==> config.mk <==
export PLATFORM = sky130hd
export DESIGN_NAME = mipsTop
export DESIGN_NICKNAME = d
export VERILOG_FILES = /design/src/mipsPkg.sv /design/src/ctrlIf.sv /design/src/mipsControl.sv /design/src/instrPath.sv /design/src/regFile.sv /design/src/aluUnit.sv /design/src/memPort.sv /design/src/mipsTop.sv
export SDC_FILE = /design/constraint.sdc
export NUM_CORES = 2
export LEC_CHECK = 0
export BUFFER_PORTS_ARGS = -buffer_cell sky130_fd_sc_hd__buf_2
export CAP_MARGIN = 20
export CORE_MARGIN = 10
export CORE_UTILIZATION = 40
export CTS_CLUSTER_SIZE = 30
export DETAILED_ROUTE_END_ITERATION = 6
export GPL_ROUTABILITY_DRIVEN = 1
export PLACE_DENSITY = 0.6
export SLEW_MARGIN = 20
export SYNTH_ARGS = -nofsm -noshare
export SYNTH_HDL_FRONTEND = slang
export SYNTH_SLANG_ARGS = --single-unit
==> constraint.sdc <==
create_clock -name clk -period 7.5 [get_ports clk]
set_input_delay 0.75 -clock clk [delete_from_list [all_inputs] [get_ports clk]]
set_output_delay 0.75 -clock clk [all_outputs]
set_load 0.03 [all_outputs]
==> src/mipsPkg.sv <==
package mipsPkg;

   ////////////////////////////////////////////////////////////////////////////
   // word and instruction field types

   typedef logic [31:0] word_t;      // data, address and instruction word
   typedef logic [4:0]  regAddr_t;   // register number
   typedef logic [5:0]  opcode_t;
   typedef logic [5:0]  funct_t;

   // opcodes of the supported subset
   localparam opcode_t OP_RTYPE = 6'b000000;
   localparam opcode_t OP_J     = 6'b000010;
   localparam opcode_t OP_BEQ   = 6'b000100;
   localparam opcode_t OP_BNE   = 6'b000101;
   localparam opcode_t OP_ADDI  = 6'b001000;
   localparam opcode_t OP_ANDI  = 6'b001100;
   localparam opcode_t OP_ORI   = 6'b001101;
   localparam opcode_t OP_LUI   = 6'b001111;
   localparam opcode_t OP_LW    = 6'b100011;
   localparam opcode_t OP_SW    = 6'b101011;

   // R-type funct codes
   localparam funct_t FN_ADD = 6'b100000;
   localparam funct_t FN_SUB = 6'b100010;
   localparam funct_t FN_OR  = 6'b100101;

   ////////////////////////////////////////////////////////////////////////////
   // control encodings

   // operation the ALU actually performs
   typedef enum logic [2:0] {ALU_ADD, ALU_SUB, ALU_AND, ALU_OR, ALU_LUI} aluFn_t;

   // operation requested by the FSM, funct decides for R-type
   typedef enum logic [2:0] {
      AOP_ADD, AOP_SUB, AOP_AND, AOP_OR, AOP_LUI, AOP_FUNCT
   } aluOp_t;

   typedef enum logic [3:0] {
      FETCH, DECODE, MEMADR, MEMRD, MEMWB, MEMWR,
      REXEC, IEXEC, ALUWB, BRANCH, JUMP
   } cpuState_t;

   // second ALU operand
   typedef enum logic [2:0] {
      SRCB_REG, SRCB_FOUR, SRCB_SEXT, SRCB_ZEXT, SRCB_BROFS
   } srcB_t;

   // next pc source
   typedef enum logic [1:0] {PC_ALU, PC_BRANCH, PC_JUMP} pcSrc_t;

   localparam word_t RESET_PC = 32'h0000_0000;

endpackage

==> src/ctrlIf.sv <==
`timescale 1ns/100ps

interface ctrlIf;
   import mipsPkg::*;

   logic   pcWrite, branchEq, branchNe;
   pcSrc_t pcSrc;
   logic   irWrite;
   logic   regWrite, regDst, memToReg;
   logic   aluSrcA;          // 0 pc, 1 register A
   srcB_t  srcB;
   aluOp_t aluOp;
   logic   iOrD;             // 0 fetch address, 1 data address
   logic   memStart, memWe;
   logic   memDone;          // returned by the memory port

   modport control (output pcWrite, branchEq, branchNe, pcSrc, irWrite, regWrite, regDst,
                    memToReg, aluSrcA, srcB, aluOp, iOrD, memStart, memWe,
                    input memDone);
   modport datapath (input pcWrite, branchEq, branchNe, pcSrc, irWrite, regWrite, regDst,
                     memToReg, aluSrcA, srcB, aluOp, iOrD, memStart, memWe,
                     output memDone);

endinterface

==> src/mipsControl.sv <==
`timescale 1ns/100ps

module mipsControl (
   input  logic           clk,
   input  logic           reset,
   input  mipsPkg::word_t instr,
   ctrlIf.control         ctrl
);
   import mipsPkg::*;

   cpuState_t state;
   cpuState_t nextState;
   opcode_t   opcode;
   logic      stateEntry;   // first cycle in the current state
   logic      accessBusy;   // access issued and memDone not yet seen

   assign opcode = instr[31:26];

   always_ff @(posedge clk)
   begin
      if (reset)
         state <= FETCH;
      else
         state <= nextState;
   end

   always_ff @(posedge clk)
   begin
      if (reset)
         stateEntry <= 1'b1;
      else
         stateEntry <= (nextState != state);
   end

   always_ff @(posedge clk)
   begin
      if (reset)
         accessBusy <= 1'b0;
      else if (ctrl.memStart)
         accessBusy <= 1'b1;
      else if (ctrl.memDone)
         accessBusy <= 1'b0;
   end

   ////////////////////////////////////////////////////////////////////////////
   // next state

   always_comb
   begin
      nextState = state;
      case (state)
         FETCH:   if (ctrl.memDone) nextState = DECODE;
         DECODE:
            case (opcode)
               OP_LW, OP_SW:                      nextState = MEMADR;
               OP_RTYPE:                          nextState = REXEC;
               OP_ADDI, OP_ANDI, OP_ORI, OP_LUI:  nextState = IEXEC;
               OP_BEQ, OP_BNE:                    nextState = BRANCH;
               OP_J:                              nextState = JUMP;
               default:                           nextState = FETCH;  // unknown opcode
            endcase
         MEMADR:  nextState = (opcode == OP_LW) ? MEMRD : MEMWR;
         MEMRD:   if (ctrl.memDone) nextState = MEMWB;
         MEMWR:   if (ctrl.memDone) nextState = FETCH;
         REXEC,
         IEXEC:   nextState = ALUWB;
         default: nextState = FETCH;   // MEMWB, ALUWB, BRANCH, JUMP
      endcase
   end

   ////////////////////////////////////////////////////////////////////////////
   // strobes and selects stay inactive unless the state asks for them

   always_comb
   begin
      ctrl.pcWrite  = 1'b0;
      ctrl.branchEq = 1'b0;
      ctrl.branchNe = 1'b0;
      ctrl.pcSrc    = PC_ALU;
      ctrl.irWrite  = 1'b0;
      ctrl.regWrite = 1'b0;
      ctrl.regDst   = 1'b0;
      ctrl.memToReg = 1'b0;
      ctrl.aluSrcA  = 1'b0;
      ctrl.srcB     = SRCB_REG;
      ctrl.aluOp    = AOP_ADD;
      ctrl.iOrD     = 1'b0;
      ctrl.memStart = 1'b0;
      ctrl.memWe    = 1'b0;
      case (state)
         FETCH:
         begin
            ctrl.memStart = stateEntry;
            ctrl.srcB     = SRCB_FOUR;        // pc + 4 on the done cycle
            ctrl.irWrite  = ctrl.memDone;
            ctrl.pcWrite  = ctrl.memDone;
         end
         DECODE:  ctrl.srcB = SRCB_BROFS;  // branch target into aluOut
         MEMADR:
         begin
            ctrl.aluSrcA = 1'b1;
            ctrl.srcB    = SRCB_SEXT;
         end
         MEMRD:
         begin
            ctrl.iOrD     = 1'b1;
            ctrl.memStart = stateEntry;
         end
         MEMWB:
         begin
            ctrl.regWrite = 1'b1;
            ctrl.memToReg = 1'b1;
         end
         MEMWR:
         begin
            ctrl.iOrD     = 1'b1;
            ctrl.memWe    = 1'b1;
            ctrl.memStart = stateEntry;
         end
         REXEC:
         begin
            ctrl.aluSrcA = 1'b1;
            ctrl.aluOp   = AOP_FUNCT;
         end
         IEXEC:
         begin
            ctrl.aluSrcA = 1'b1;
            ctrl.srcB    = (opcode == OP_ADDI) ? SRCB_SEXT : SRCB_ZEXT;
            case (opcode)
               OP_ANDI: ctrl.aluOp = AOP_AND;
               OP_ORI:  ctrl.aluOp = AOP_OR;
               OP_LUI:  ctrl.aluOp = AOP_LUI;
               default: ctrl.aluOp = AOP_ADD;
            endcase
         end
         ALUWB:
         begin
            ctrl.regWrite = 1'b1;
            ctrl.regDst   = (opcode == OP_RTYPE);   // rd for R-type and rt otherwise
         end
         BRANCH:
         begin
            ctrl.aluSrcA  = 1'b1;
            ctrl.aluOp    = AOP_SUB;                // compare via zero flag
            ctrl.pcSrc    = PC_BRANCH;
            ctrl.branchEq = (opcode == OP_BEQ);
            ctrl.branchNe = (opcode == OP_BNE);
         end
         JUMP:
         begin
            ctrl.pcWrite = 1'b1;
            ctrl.pcSrc   = PC_JUMP;
         end
         default: ;
      endcase
   end

   // one access at a time across the control and the memory port
   assert property (@(posedge clk) disable iff (reset)
      ctrl.memStart |-> !accessBusy);

endmodule

==> src/instrPath.sv <==
`timescale 1ns/100ps

module instrPath (
   input  logic           clk,
   input  logic           reset,
   ctrlIf.datapath        ctrl,
   input  logic           zero,
   input  mipsPkg::word_t aluResult,
   input  mipsPkg::word_t aluOut,
   input  mipsPkg::word_t memData,
   output mipsPkg::word_t pc,
   output mipsPkg::word_t instr
);
   import mipsPkg::*;

   word_t jumpTarget;
   word_t nextPc;
   logic  branchTaken;
   logic  pcEn;

   // pc holds pc + 4 by now, so its top nibble is the jump region
   assign jumpTarget = {pc[31:28], instr[25:0], 2'b00};

   assign branchTaken = (ctrl.branchEq && zero) || (ctrl.branchNe && !zero);
   assign pcEn        = ctrl.pcWrite || branchTaken;

   always_comb
   begin
      case (ctrl.pcSrc)
         PC_BRANCH: nextPc = aluOut;      // target computed in decode
         PC_JUMP:   nextPc = jumpTarget;
         default:   nextPc = aluResult;   // sequential pc + 4
      endcase
   end

   ////////////////////////////////////////////////////////////////////////////
   // program counter and instruction register

   always_ff @(posedge clk)
   begin
      if (reset)
         pc <= RESET_PC;
      else if (pcEn)
         pc <= nextPc;
   end

   always_ff @(posedge clk)
   begin
      if (ctrl.irWrite)
         instr <= memData;   // fetched word from the memory port
   end

endmodule

==> src/regFile.sv <==
`timescale 1ns/100ps

module regFile #(
   parameter int WIDTH   = 32,
   parameter int REGBITS = 32     // number of registers
) (
   input  logic           clk,
   input  logic           reset,
   ctrlIf.datapath        ctrl,
   input  mipsPkg::word_t instr,
   input  mipsPkg::word_t aluOut,
   input  mipsPkg::word_t memData,
   output mipsPkg::word_t rd1,
   output mipsPkg::word_t rd2
);
   import mipsPkg::*;

   localparam int ADDRW = $clog2(REGBITS);

   logic [WIDTH-1:0] regs [REGBITS];
   regAddr_t         rs, rt, rd;
   logic [ADDRW-1:0] wa;
   logic [WIDTH-1:0] wd;

   assign rs = instr[25:21];
   assign rt = instr[20:16];
   assign rd = instr[15:11];

   assign wa = ctrl.regDst ? rd[ADDRW-1:0] : rt[ADDRW-1:0];
   assign wd = ctrl.memToReg ? memData : aluOut;   // load data or alu result

   always_ff @(posedge clk)
   begin
      if (reset)
         for (int i = 0; i < REGBITS; i++)
            regs[i] <= '0;
      else if (ctrl.regWrite && wa != '0)
         regs[wa] <= wd;   // register 0 keeps its reset value
   end

   assign rd1 = regs[rs[ADDRW-1:0]];
   assign rd2 = regs[rt[ADDRW-1:0]];

   // a write aimed at register 0 must not show up on the read ports
   assert property (@(posedge clk) disable iff (reset)
      (ctrl.regWrite && wa == '0) |=> ((rs != '0 || rd1 == '0) && (rt != '0 || rd2 == '0)));

endmodule

==> src/aluUnit.sv <==
`timescale 1ns/100ps

module aluUnit (
   input  logic           clk,
   ctrlIf.datapath        ctrl,
   input  mipsPkg::word_t instr,
   input  mipsPkg::word_t pc,
   input  mipsPkg::word_t rd1,
   input  mipsPkg::word_t rd2,
   output mipsPkg::word_t aluResult,
   output mipsPkg::word_t aluOut,
   output logic           zero
);
   import mipsPkg::*;

   word_t  aReg, bReg;
   word_t  opA, opB;
   word_t  signImm, zeroImm, branchOfs;
   funct_t funct;
   aluFn_t aluFn;

   assign funct     = instr[5:0];
   assign signImm   = {{16{instr[15]}}, instr[15:0]};
   assign zeroImm   = {16'h0000, instr[15:0]};
   assign branchOfs = {signImm[29:0], 2'b00};   // word offset to bytes

   ////////////////////////////////////////////////////////////////////////////
   // operand selection

   assign opA = ctrl.aluSrcA ? aReg : pc;

   always_comb
   begin
      case (ctrl.srcB)
         SRCB_FOUR:  opB = 32'd4;
         SRCB_SEXT:  opB = signImm;
         SRCB_ZEXT:  opB = zeroImm;
         SRCB_BROFS: opB = branchOfs;
         default:    opB = bReg;
      endcase
   end

   always_comb
   begin
      case (ctrl.aluOp)
         AOP_SUB:   aluFn = ALU_SUB;
         AOP_AND:   aluFn = ALU_AND;
         AOP_OR:    aluFn = ALU_OR;
         AOP_LUI:   aluFn = ALU_LUI;
         AOP_FUNCT:
            case (funct)
               FN_SUB:  aluFn = ALU_SUB;
               FN_OR:   aluFn = ALU_OR;
               default: aluFn = ALU_ADD;   // FN_ADD and anything unknown
            endcase
         default:   aluFn = ALU_ADD;
      endcase
   end

   always_comb
   begin
      case (aluFn)
         ALU_SUB: aluResult = opA - opB;
         ALU_AND: aluResult = opA & opB;
         ALU_OR:  aluResult = opA | opB;
         ALU_LUI: aluResult = opB << 16;
         default: aluResult = opA + opB;
      endcase
   end

   assign zero = (aluResult == '0);

   always_ff @(posedge clk)
   begin
      aReg   <= rd1;
      bReg   <= rd2;
      aluOut <= aluResult;
   end

endmodule

==> src/memPort.sv <==
`timescale 1ns/100ps

module memPort #(
   parameter int WIDTH = 32
) (
   input  logic           clk,
   input  logic           reset,
   ctrlIf.datapath        ctrl,
   input  mipsPkg::word_t pc,
   input  mipsPkg::word_t aluOut,
   input  mipsPkg::word_t rd2,
   output mipsPkg::word_t memData,
   output logic           memReq,
   output logic           memWe,
   output mipsPkg::word_t memAddr,
   output mipsPkg::word_t memWdata,
   input  logic           memAck,
   input  mipsPkg::word_t memRdata
);
   import mipsPkg::*;

   typedef enum logic [1:0] {PH_IDLE, PH_REQ, PH_RELEASE} memPhase_t;

   memPhase_t        phase;
   logic             doneReg;
   logic [WIDTH-1:0] addrReg, wdataReg, rdataReg;

   ////////////////////////////////////////////////////////////////////////////
   // four-phase handshake master

   always_ff @(posedge clk)
   begin
      if (reset)
      begin
         phase   <= PH_IDLE;
         memReq  <= 1'b0;
         memWe   <= 1'b0;
         doneReg <= 1'b0;
      end
      else
      begin
         doneReg <= 1'b0;
         case (phase)
            PH_IDLE:
               if (ctrl.memStart)
               begin
                  phase  <= PH_REQ;
                  memReq <= 1'b1;
                  memWe  <= ctrl.memWe;
               end
            PH_REQ:
               if (memAck)
               begin
                  phase  <= PH_RELEASE;
                  memReq <= 1'b0;
                  memWe  <= 1'b0;
               end
            default:
               if (!memAck)
               begin
                  phase   <= PH_IDLE;
                  doneReg <= 1'b1;   // pulse once ack is back low
               end
         endcase
      end
   end

   always_ff @(posedge clk)
   begin
      if (phase == PH_IDLE && ctrl.memStart)
      begin
         addrReg  <= ctrl.iOrD ? aluOut : pc;
         wdataReg <= rd2;
      end
      if (phase == PH_REQ && memAck && !memWe)
         rdataReg <= memRdata;   // same edge that drops the request
   end

   assign memAddr      = addrReg;
   assign memWdata     = wdataReg;
   assign memData      = rdataReg;
   assign ctrl.memDone = doneReg;

   assert property (@(posedge clk) disable iff (reset)
      memReq |=> (!memReq || ($stable(memAddr) && $stable(memWdata))));

   // request only rises after ack was seen low
   assert property (@(posedge clk) disable iff (reset)
      $rose(memReq) |-> !$past(memAck));

endmodule

==> src/mipsTop.sv <==
`timescale 1ns/100ps

module mipsTop #(
   parameter int WIDTH   = 32,
   parameter int REGBITS = 32
) (
   input  logic           clk,
   input  logic           reset,
   output logic           memReq,
   output logic           memWe,
   output mipsPkg::word_t memAddr,
   output mipsPkg::word_t memWdata,
   input  logic           memAck,
   input  mipsPkg::word_t memRdata
);
   import mipsPkg::*;

   word_t instr, pc;
   word_t aluResult, aluOut;
   word_t rd1, rd2;
   word_t memData;
   logic  zero;

   ctrlIf ctrl ();

   mipsControl u_control (
      .clk   (clk),
      .reset (reset),
      .instr (instr),
      .ctrl  (ctrl.control)
   );

   instrPath u_instrPath (
      .clk       (clk),
      .reset     (reset),
      .ctrl      (ctrl.datapath),
      .zero      (zero),
      .aluResult (aluResult),
      .aluOut    (aluOut),
      .memData   (memData),
      .pc        (pc),
      .instr     (instr)
   );

   regFile #(.WIDTH(WIDTH), .REGBITS(REGBITS)) u_regFile (
      .clk     (clk),
      .reset   (reset),
      .ctrl    (ctrl.datapath),
      .instr   (instr),
      .aluOut  (aluOut),
      .memData (memData),
      .rd1     (rd1),
      .rd2     (rd2)
   );

   aluUnit u_aluUnit (
      .clk       (clk),
      .ctrl      (ctrl.datapath),
      .instr     (instr),
      .pc        (pc),
      .rd1       (rd1),
      .rd2       (rd2),
      .aluResult (aluResult),
      .aluOut    (aluOut),
      .zero      (zero)
   );

   memPort #(.WIDTH(WIDTH)) u_memPort (
      .clk      (clk),
      .reset    (reset),
      .ctrl     (ctrl.datapath),
      .pc       (pc),
      .aluOut   (aluOut),
      .rd2      (rd2),
      .memData  (memData),
      .memReq   (memReq),
      .memWe    (memWe),
      .memAddr  (memAddr),
      .memWdata (memWdata),
      .memAck   (memAck),
      .memRdata (memRdata)
   );

endmodule

-- After elaboration in Yosys (flattened, before gate mapping)
Memories as Yosys holds them, arrays and structs flattened. A register that Yosys moved wholly into a read port is not among the register bits.
Index checks and enable logic that the tools add are counted.
- add/subtract/negate cells: 2
- eq/ne operators: 41
- muxes and demuxes: 50
- bitwise gates (word level): 3
- reduce and logical (&&, ||, !) cells: 29
- operators by type and width (operator ; number):
    $pmux 32 s4 ; 2
    $mux 32 ; 4
    $pmux 32 s2 ; 1
    $add 32x32->32 ; 1
    $and 32x32->32 ; 1
    $logic_not 32->1 ; 1
    $or 32x32->32 ; 1
    $reduce_or 32->1 ; 1
    $sub 32x32->32 ; 1
    $eq 6x4->1 const B ; 4
    $eq 6x6->1 const B ; 4
    $pmux 4 s6 ; 1
    $mux 1 ; 21
    $pmux 4 s5 ; 1
    $eq 3x2->1 const B ; 6
    $pmux 3 s3 ; 2
    $eq 4x3->1 const B ; 4
    $mux 5 ; 3
    $pmux 3 s5 ; 1
    $eq 3x3->1 const B ; 4
    $eq 4x4->1 const B ; 3
    $eq 6x3->1 const B ; 2
    $mux 4 ; 3
    $pmux 2 s2 ; 3
    28 further kinds ; 50
- flip-flop bits (word level): 234
- RAM bits: 1024
- input bits: 35
- output and inout bits: 66
- logic and storage cells: 140
- memories kept: 1
- memories (name ; words ; width ; read ports ; clocked after memory_dff ; write ports ; RTL line ; text):
    u_regFile.regs ; 32 ; 32 ; 2 ; 2 ; 32 ; regFile.sv:20 ; logic [WIDTH-1:0] regs [REGBITS];

-- Logic depth before layout (Yosys ltp)
- word-level depth: 13
- depth in mapped cells: 34
- depth with buffers taken out: 27

-- Worst setup path before layout
OpenSTA, ideal clock, no wires.
- kind: flip-flop to flip-flop
- from: register u_control.state[3]
- to: register u_instrPath.pc[19]
- setup time: 132 ps
- arrival: 6292 ps
- required time: 7368 ps
- setup slack: 1076 ps
- cell stages (with the launch flop): 32
- path buffers: 5
- clock period less this slack: 6424 ps
- cell sequence: dfxtp_1 buf_2 buf_6 nor2_1 a21oi_1 buf_4 a221oi_1 and3_1 and3_1 and3_1 nand3_1 nand3b_1 or2_2 o21ai_0 nand2_1 o21ai_0 a32oi_1 ha_1 clkbuf_1 o21ai_0 a21oi_1 nor2_1 a21boi_1 xnor2_1 a221o_1 or4_1 or4_1 o31a_1 o21a_1 buf_2 o21ai_0 a21oi_1
- cells in the longest elaborated chain, start to end: 11
- elaborated cells between the ends (all ways): 45
- those cells by class: 2 x add/sub; 21 x eq/ne; 12 x mux; 2 x bitwise; 8 x reduce/logical
- ends and longest elaborated chain (element ; RTL line ; text):
    start: declaration ; mipsControl.sv:11 ; cpuState_t state;
    start signal: assignment ; mipsControl.sv:24 ; state <= nextState;
    $eq 4x3->1, or another cell as far along ; mipsControl.sv:90 ; case (state)
    $pmux 3 s4, or another cell as far along ; mipsControl.sv:90 ;
    $eq 3x3->1, or another cell as far along ; aluUnit.sv:34 ; case (ctrl.srcB)
    $pmux 32 s4, or another cell as far along ; aluUnit.sv:34 ;
    $add 32x32->32, or another cell as far along ; aluUnit.sv:67 ; default: aluResult = opA + opB;
    $pmux 32 s4 (*) ; aluUnit.sv:62 ; case (aluFn)
    net aluResult[26] ; mipsTop.sv:19 ; word_t aluResult, aluOut;
    $logic_not 32->1 (*) ; aluUnit.sv:71 ; assign zero = (aluResult == '0);
    $logic_not 1->1 ; instrPath.sv:24 ; assign branchTaken = (ctrl.branchEq && zero) || (ctrl.branchNe && !zero);
    $logic_and 1x1->1 ; instrPath.sv:24 ;
    $logic_or 1x1->1 (*) ; instrPath.sv:24 ;
    $logic_or 1x1->1 (*) ; instrPath.sv:25 ; assign pcEn = ctrl.pcWrite || branchTaken;
    end signal: assignment ; instrPath.sv:44 ; pc <= nextPc;
    end: declaration ; instrPath.sv:11 ; output mipsPkg::word_t pc,
Mark *: on every way through the listed nets, which the timed path passes. The rest lies on a longest branch.
A chain may end at the register's enable or synchronous reset.

-- Worst setup path after layout
- from: register u_control.state[0]
- to: register u_instrPath.pc[30]
- cells in the longest elaborated chain, start to end: 12
- elaborated cells between the ends (all ways): 47
- those cells by class: 2 x add/sub; 21 x eq/ne; 12 x mux; 3 x bitwise; 9 x reduce/logical
- ends and longest elaborated chain (element ; RTL line):
    $eq 4x3->1, or another cell as far along ; mipsControl.sv:90
    $pmux 3 s4, or another cell as far along ; mipsControl.sv:90
    $eq 3x3->1, or another cell as far along ; aluUnit.sv:34
    $pmux 32 s4, or another cell as far along ; aluUnit.sv:34
    $add 32x32->32, or another cell as far along ; aluUnit.sv:67
    $pmux 32 s4 (*) ; aluUnit.sv:62
    net aluResult[26] ; mipsTop.sv:19
    $logic_not 32->1 (*) ; aluUnit.sv:71
    $logic_not 1->1 ; instrPath.sv:24
    $logic_and 1x1->1 ; instrPath.sv:24
    $logic_or 1x1->1 (*) ; instrPath.sv:24
    $logic_or 1x1->1 (*) ; instrPath.sv:25
    $reduce_and 2->1 (no line) (*) ; n/a
Marks and branches as above.

==> impl_metrics.toml <==
[setup_path]
critPathLaunchType = "flip-flop"
crit_buf_inv = 2
crit_type = "flip-flop to flip-flop"
crit_fanout = 20
path_delay_family = "compound AO/OA/AOI/OAI gates"
max_stage_delay_ps = 490
crit_slowest_cell = "or4_1"
crit_arrival_ps = 7780
end_kind = "flip-flop"
cp.required_ps = 8140

[power]
finalPower_mw = 16.32
vdd_drop_max_uv = 225.5
leakage_nw = 24.66
powerDensity_mw_per_mm2 = 220.0

[route]
ant_nets = 0
vias = 44666
wire_per_inst_um = 34.68
vias_per_cell = 6.426
first_iter_violations = 6687
first_pass_iters = 7
wl_um = 241100
drt_drc_violations_left = 4

[die]
die-area_mm2 = 0.1811
die_y_um = 425.6
start_util_pct = 40.33
die_w_um = 425.6
rows = 148
coreArea_mm2 = 0.1631
boundaryPins = 101

[yosys]
synth.distinct_cells = 91
syn_area_mm2 = 0.06580
synth_ff_type = "edfxtp_1"
synthTopCellsByArea = "edfxtp_1, mux4_2, nor2_1, dfxtp_1, clkbuf_1"
ys_warn_count = 0
async_reset_ff_share_pct = 0
yosysTopAreaCellShare_pct = 52.58
synth_seq_area_share_pct = 56.93
synth_cells = 4633
synth_seq_cells = 1295
syn_area_per_cell_um2 = 14.20
synth_top_cell_by_area = "edfxtp_1"
synth-edff-count = 1152

[final_layout]
num-nets-final = 4726
drive_above_1_share_pct = 29.01
final_common_cell = "edfxtp_1"
final_cell_mix = "edfxtp_1, nor2_1, mux4_2"
final_util_pct = 45.47
syn2layout_area_growth_pct = 12.73

[timing]
worst_pin_slew_ps = 1250
fin_ws_ps = 361.5
clock.fmax_ghz = 0.1401
fin_setup_tns_ps = 0
final_hold_viol_count = 0
fin_skew_ps = 48.87
hold_slack_ps = 108.3
slew_viol_final = 0
setup_viol = 0
slew_headroom_pct = 16.67
fin_crit_sh_pct = 95.18
rsz0062_at_grt = "false"
period_needed_ps = 7139

[grt]
grt_pass1_vias = 44000
track_usage_pct = 26.15
overflow = 0
grt_max_degree = 132
grt_pass1_wl_um = 336900
grt_antenna_before_repair = 16

[cts]
ctsHtreeMaxLevel = 4
cts_tree = "done"
cts_sinks = 1295
cts-root-buf = "clkbuf_16"
cts_buffers = 144
path_clk_slew_ps = 60
clk_path_buf_depth = 3
clk_latency_ps = 830
cts_hold_buf = 0

[placement]
place_ws_ps = 269.5
routabilityCongestion = 0.9868
io_buffers = 100
dp_hpwl_um = 146300

[run_status]
violations = "design-rule violations"
status = "finished, violations left"

[flow_run]
drv_cap = 0

[hold_path]
hold_class = "primary input to flip-flop"
==> routing by layer <==
| metal | routed length (um) | track usage, % | vias to the layer above |
|---|---|---|---|
| met5 | 23 | 0 | - |
| met4 | 14180 | 13.44 | 4 |
| met3 | 30700 | 7.288 | 611 |
| met2 | 108100 | 39.50 | 3237 |
| met1 | 88040 | 34.48 | 22965 |
| li1 | - | - | 17849 |
==> sequential cells by signal, indices dropped and copies added (netlist names), named ones only <==
name / cells
u_instrPath.pc: 32
u_regFile.regs: 1024
u_memPort.memWdata: 32
u_aluUnit.bReg: 32
u_memPort.phase: 2
u_memPort.memWe: 1
u_memPort.memReq: 1
u_control.state: 4
u_aluUnit.aluOut: 32
u_memPort.memAddr: 32
u_aluUnit.aReg: 32
u_memPort.memData: 32
u_instrPath.instr: 32
u_control.stateEntry: 1
u_memPort.ctrl.memDone: 1
==> stage by stage <==
step / instance area (um^2) / cells
finish: 74170 / 6951
global placement: 69240 / 6672
floorplan: 65910 / 4664
detailed placement: 69250 / 6672
global route: 74170 / 6948
CTS: 73870 / 6935
==> report_power, final <==
part	switching, mW	internal [mW]	leakage [nW]
registers	0.175	8.11	12.9
logic	0.611	0.370	9.48
clock network	3.08	3.97	2.24
==> final timing paths <==
kind | from | to | depth (start not counted) | slack [ps]
worst max register to register | u_control.state[0] | u_instrPath.pc[30] | 28 | 360
worst min register to register | u_memPort.memReq | u_memPort.memReq | 2 | 470
worst max-delay path | u_control.state[0] | u_instrPath.pc[30] | 28 | 360
worst min-delay path | memRdata[1] | u_memPort.memData[1] | 1 | 110
==> final cells by class <==
class | instances | area (um^2)
clock inverters | 80 | 790.8
diodes | 5 | 12.51
flip-flops and latches | 1295 | 37480
repair buffers | 280 | 2118
clock buffers | 183 | 3834
well taps | 2175 | 2721
multi-input cells | 2888 | 27040
inverters | 45 | 170.2
fillers | 14240 | 88970
==> cells in the mapped netlist, types with 6 or more instances <==
| master | count |
|---|---|
| inv_1 | 44 |
| and3_1 | 8 |
| nor3b_1 | 11 |
| or3b_2 | 8 |
| or4_1 | 6 |
| and2_1 | 7 |
| nand4_1 | 16 |
| nand3_1 | 51 |
| a221oi_1 | 19 |
| a21oi_1 | 134 |
| mux2i_1 | 50 |
| xor2_1 | 23 |
| a22o_1 | 7 |
| xnor2_1 | 34 |
| o31ai_1 | 8 |
| a31oi_1 | 13 |
| ha_1 | 36 |
| a221oi_2 | 6 |
| mux4_2 | 640 |
| mux2_2 | 109 |
| buf_2 | 21 |
| edfxtp_1 | 1152 |
| clkbuf_1 | 350 |
| buf_1 | 57 |
| o22ai_1 | 12 |
| o21a_1 | 13 |
| nand3b_1 | 19 |
| nor2b_1 | 11 |
| a211oi_1 | 19 |
| nor4_1 | 6 |
| dfxtp_1 | 143 |
| a21o_1 | 12 |
| a22oi_1 | 25 |
| nor3_1 | 32 |
| o211ai_1 | 7 |
| a221o_1 | 9 |
| nor2_1 | 1078 |
| o21ai_0 | 111 |
| nand2_1 | 173 |
| nand2b_1 | 42 |
==> cell families after synthesis <==
family	share of synthesized area [%]
AND/OR/NAND/NOR	9.683
flip-flops	56.93
multiplexers	24.53
buffers and inverters	2.858
AO/OA/AOI/OAI	4.488
XOR/XNOR	0.7588
adder cells (fa/ha/maj)	0.7454
other	0.005699
==> timing repair <==
item | CTS | global route
gates resized for setup | 0 | 13
setup endpoints to repair | 0 | 32
buffers inserted | 0 | 1
Power figures use the tool's default switching activity.
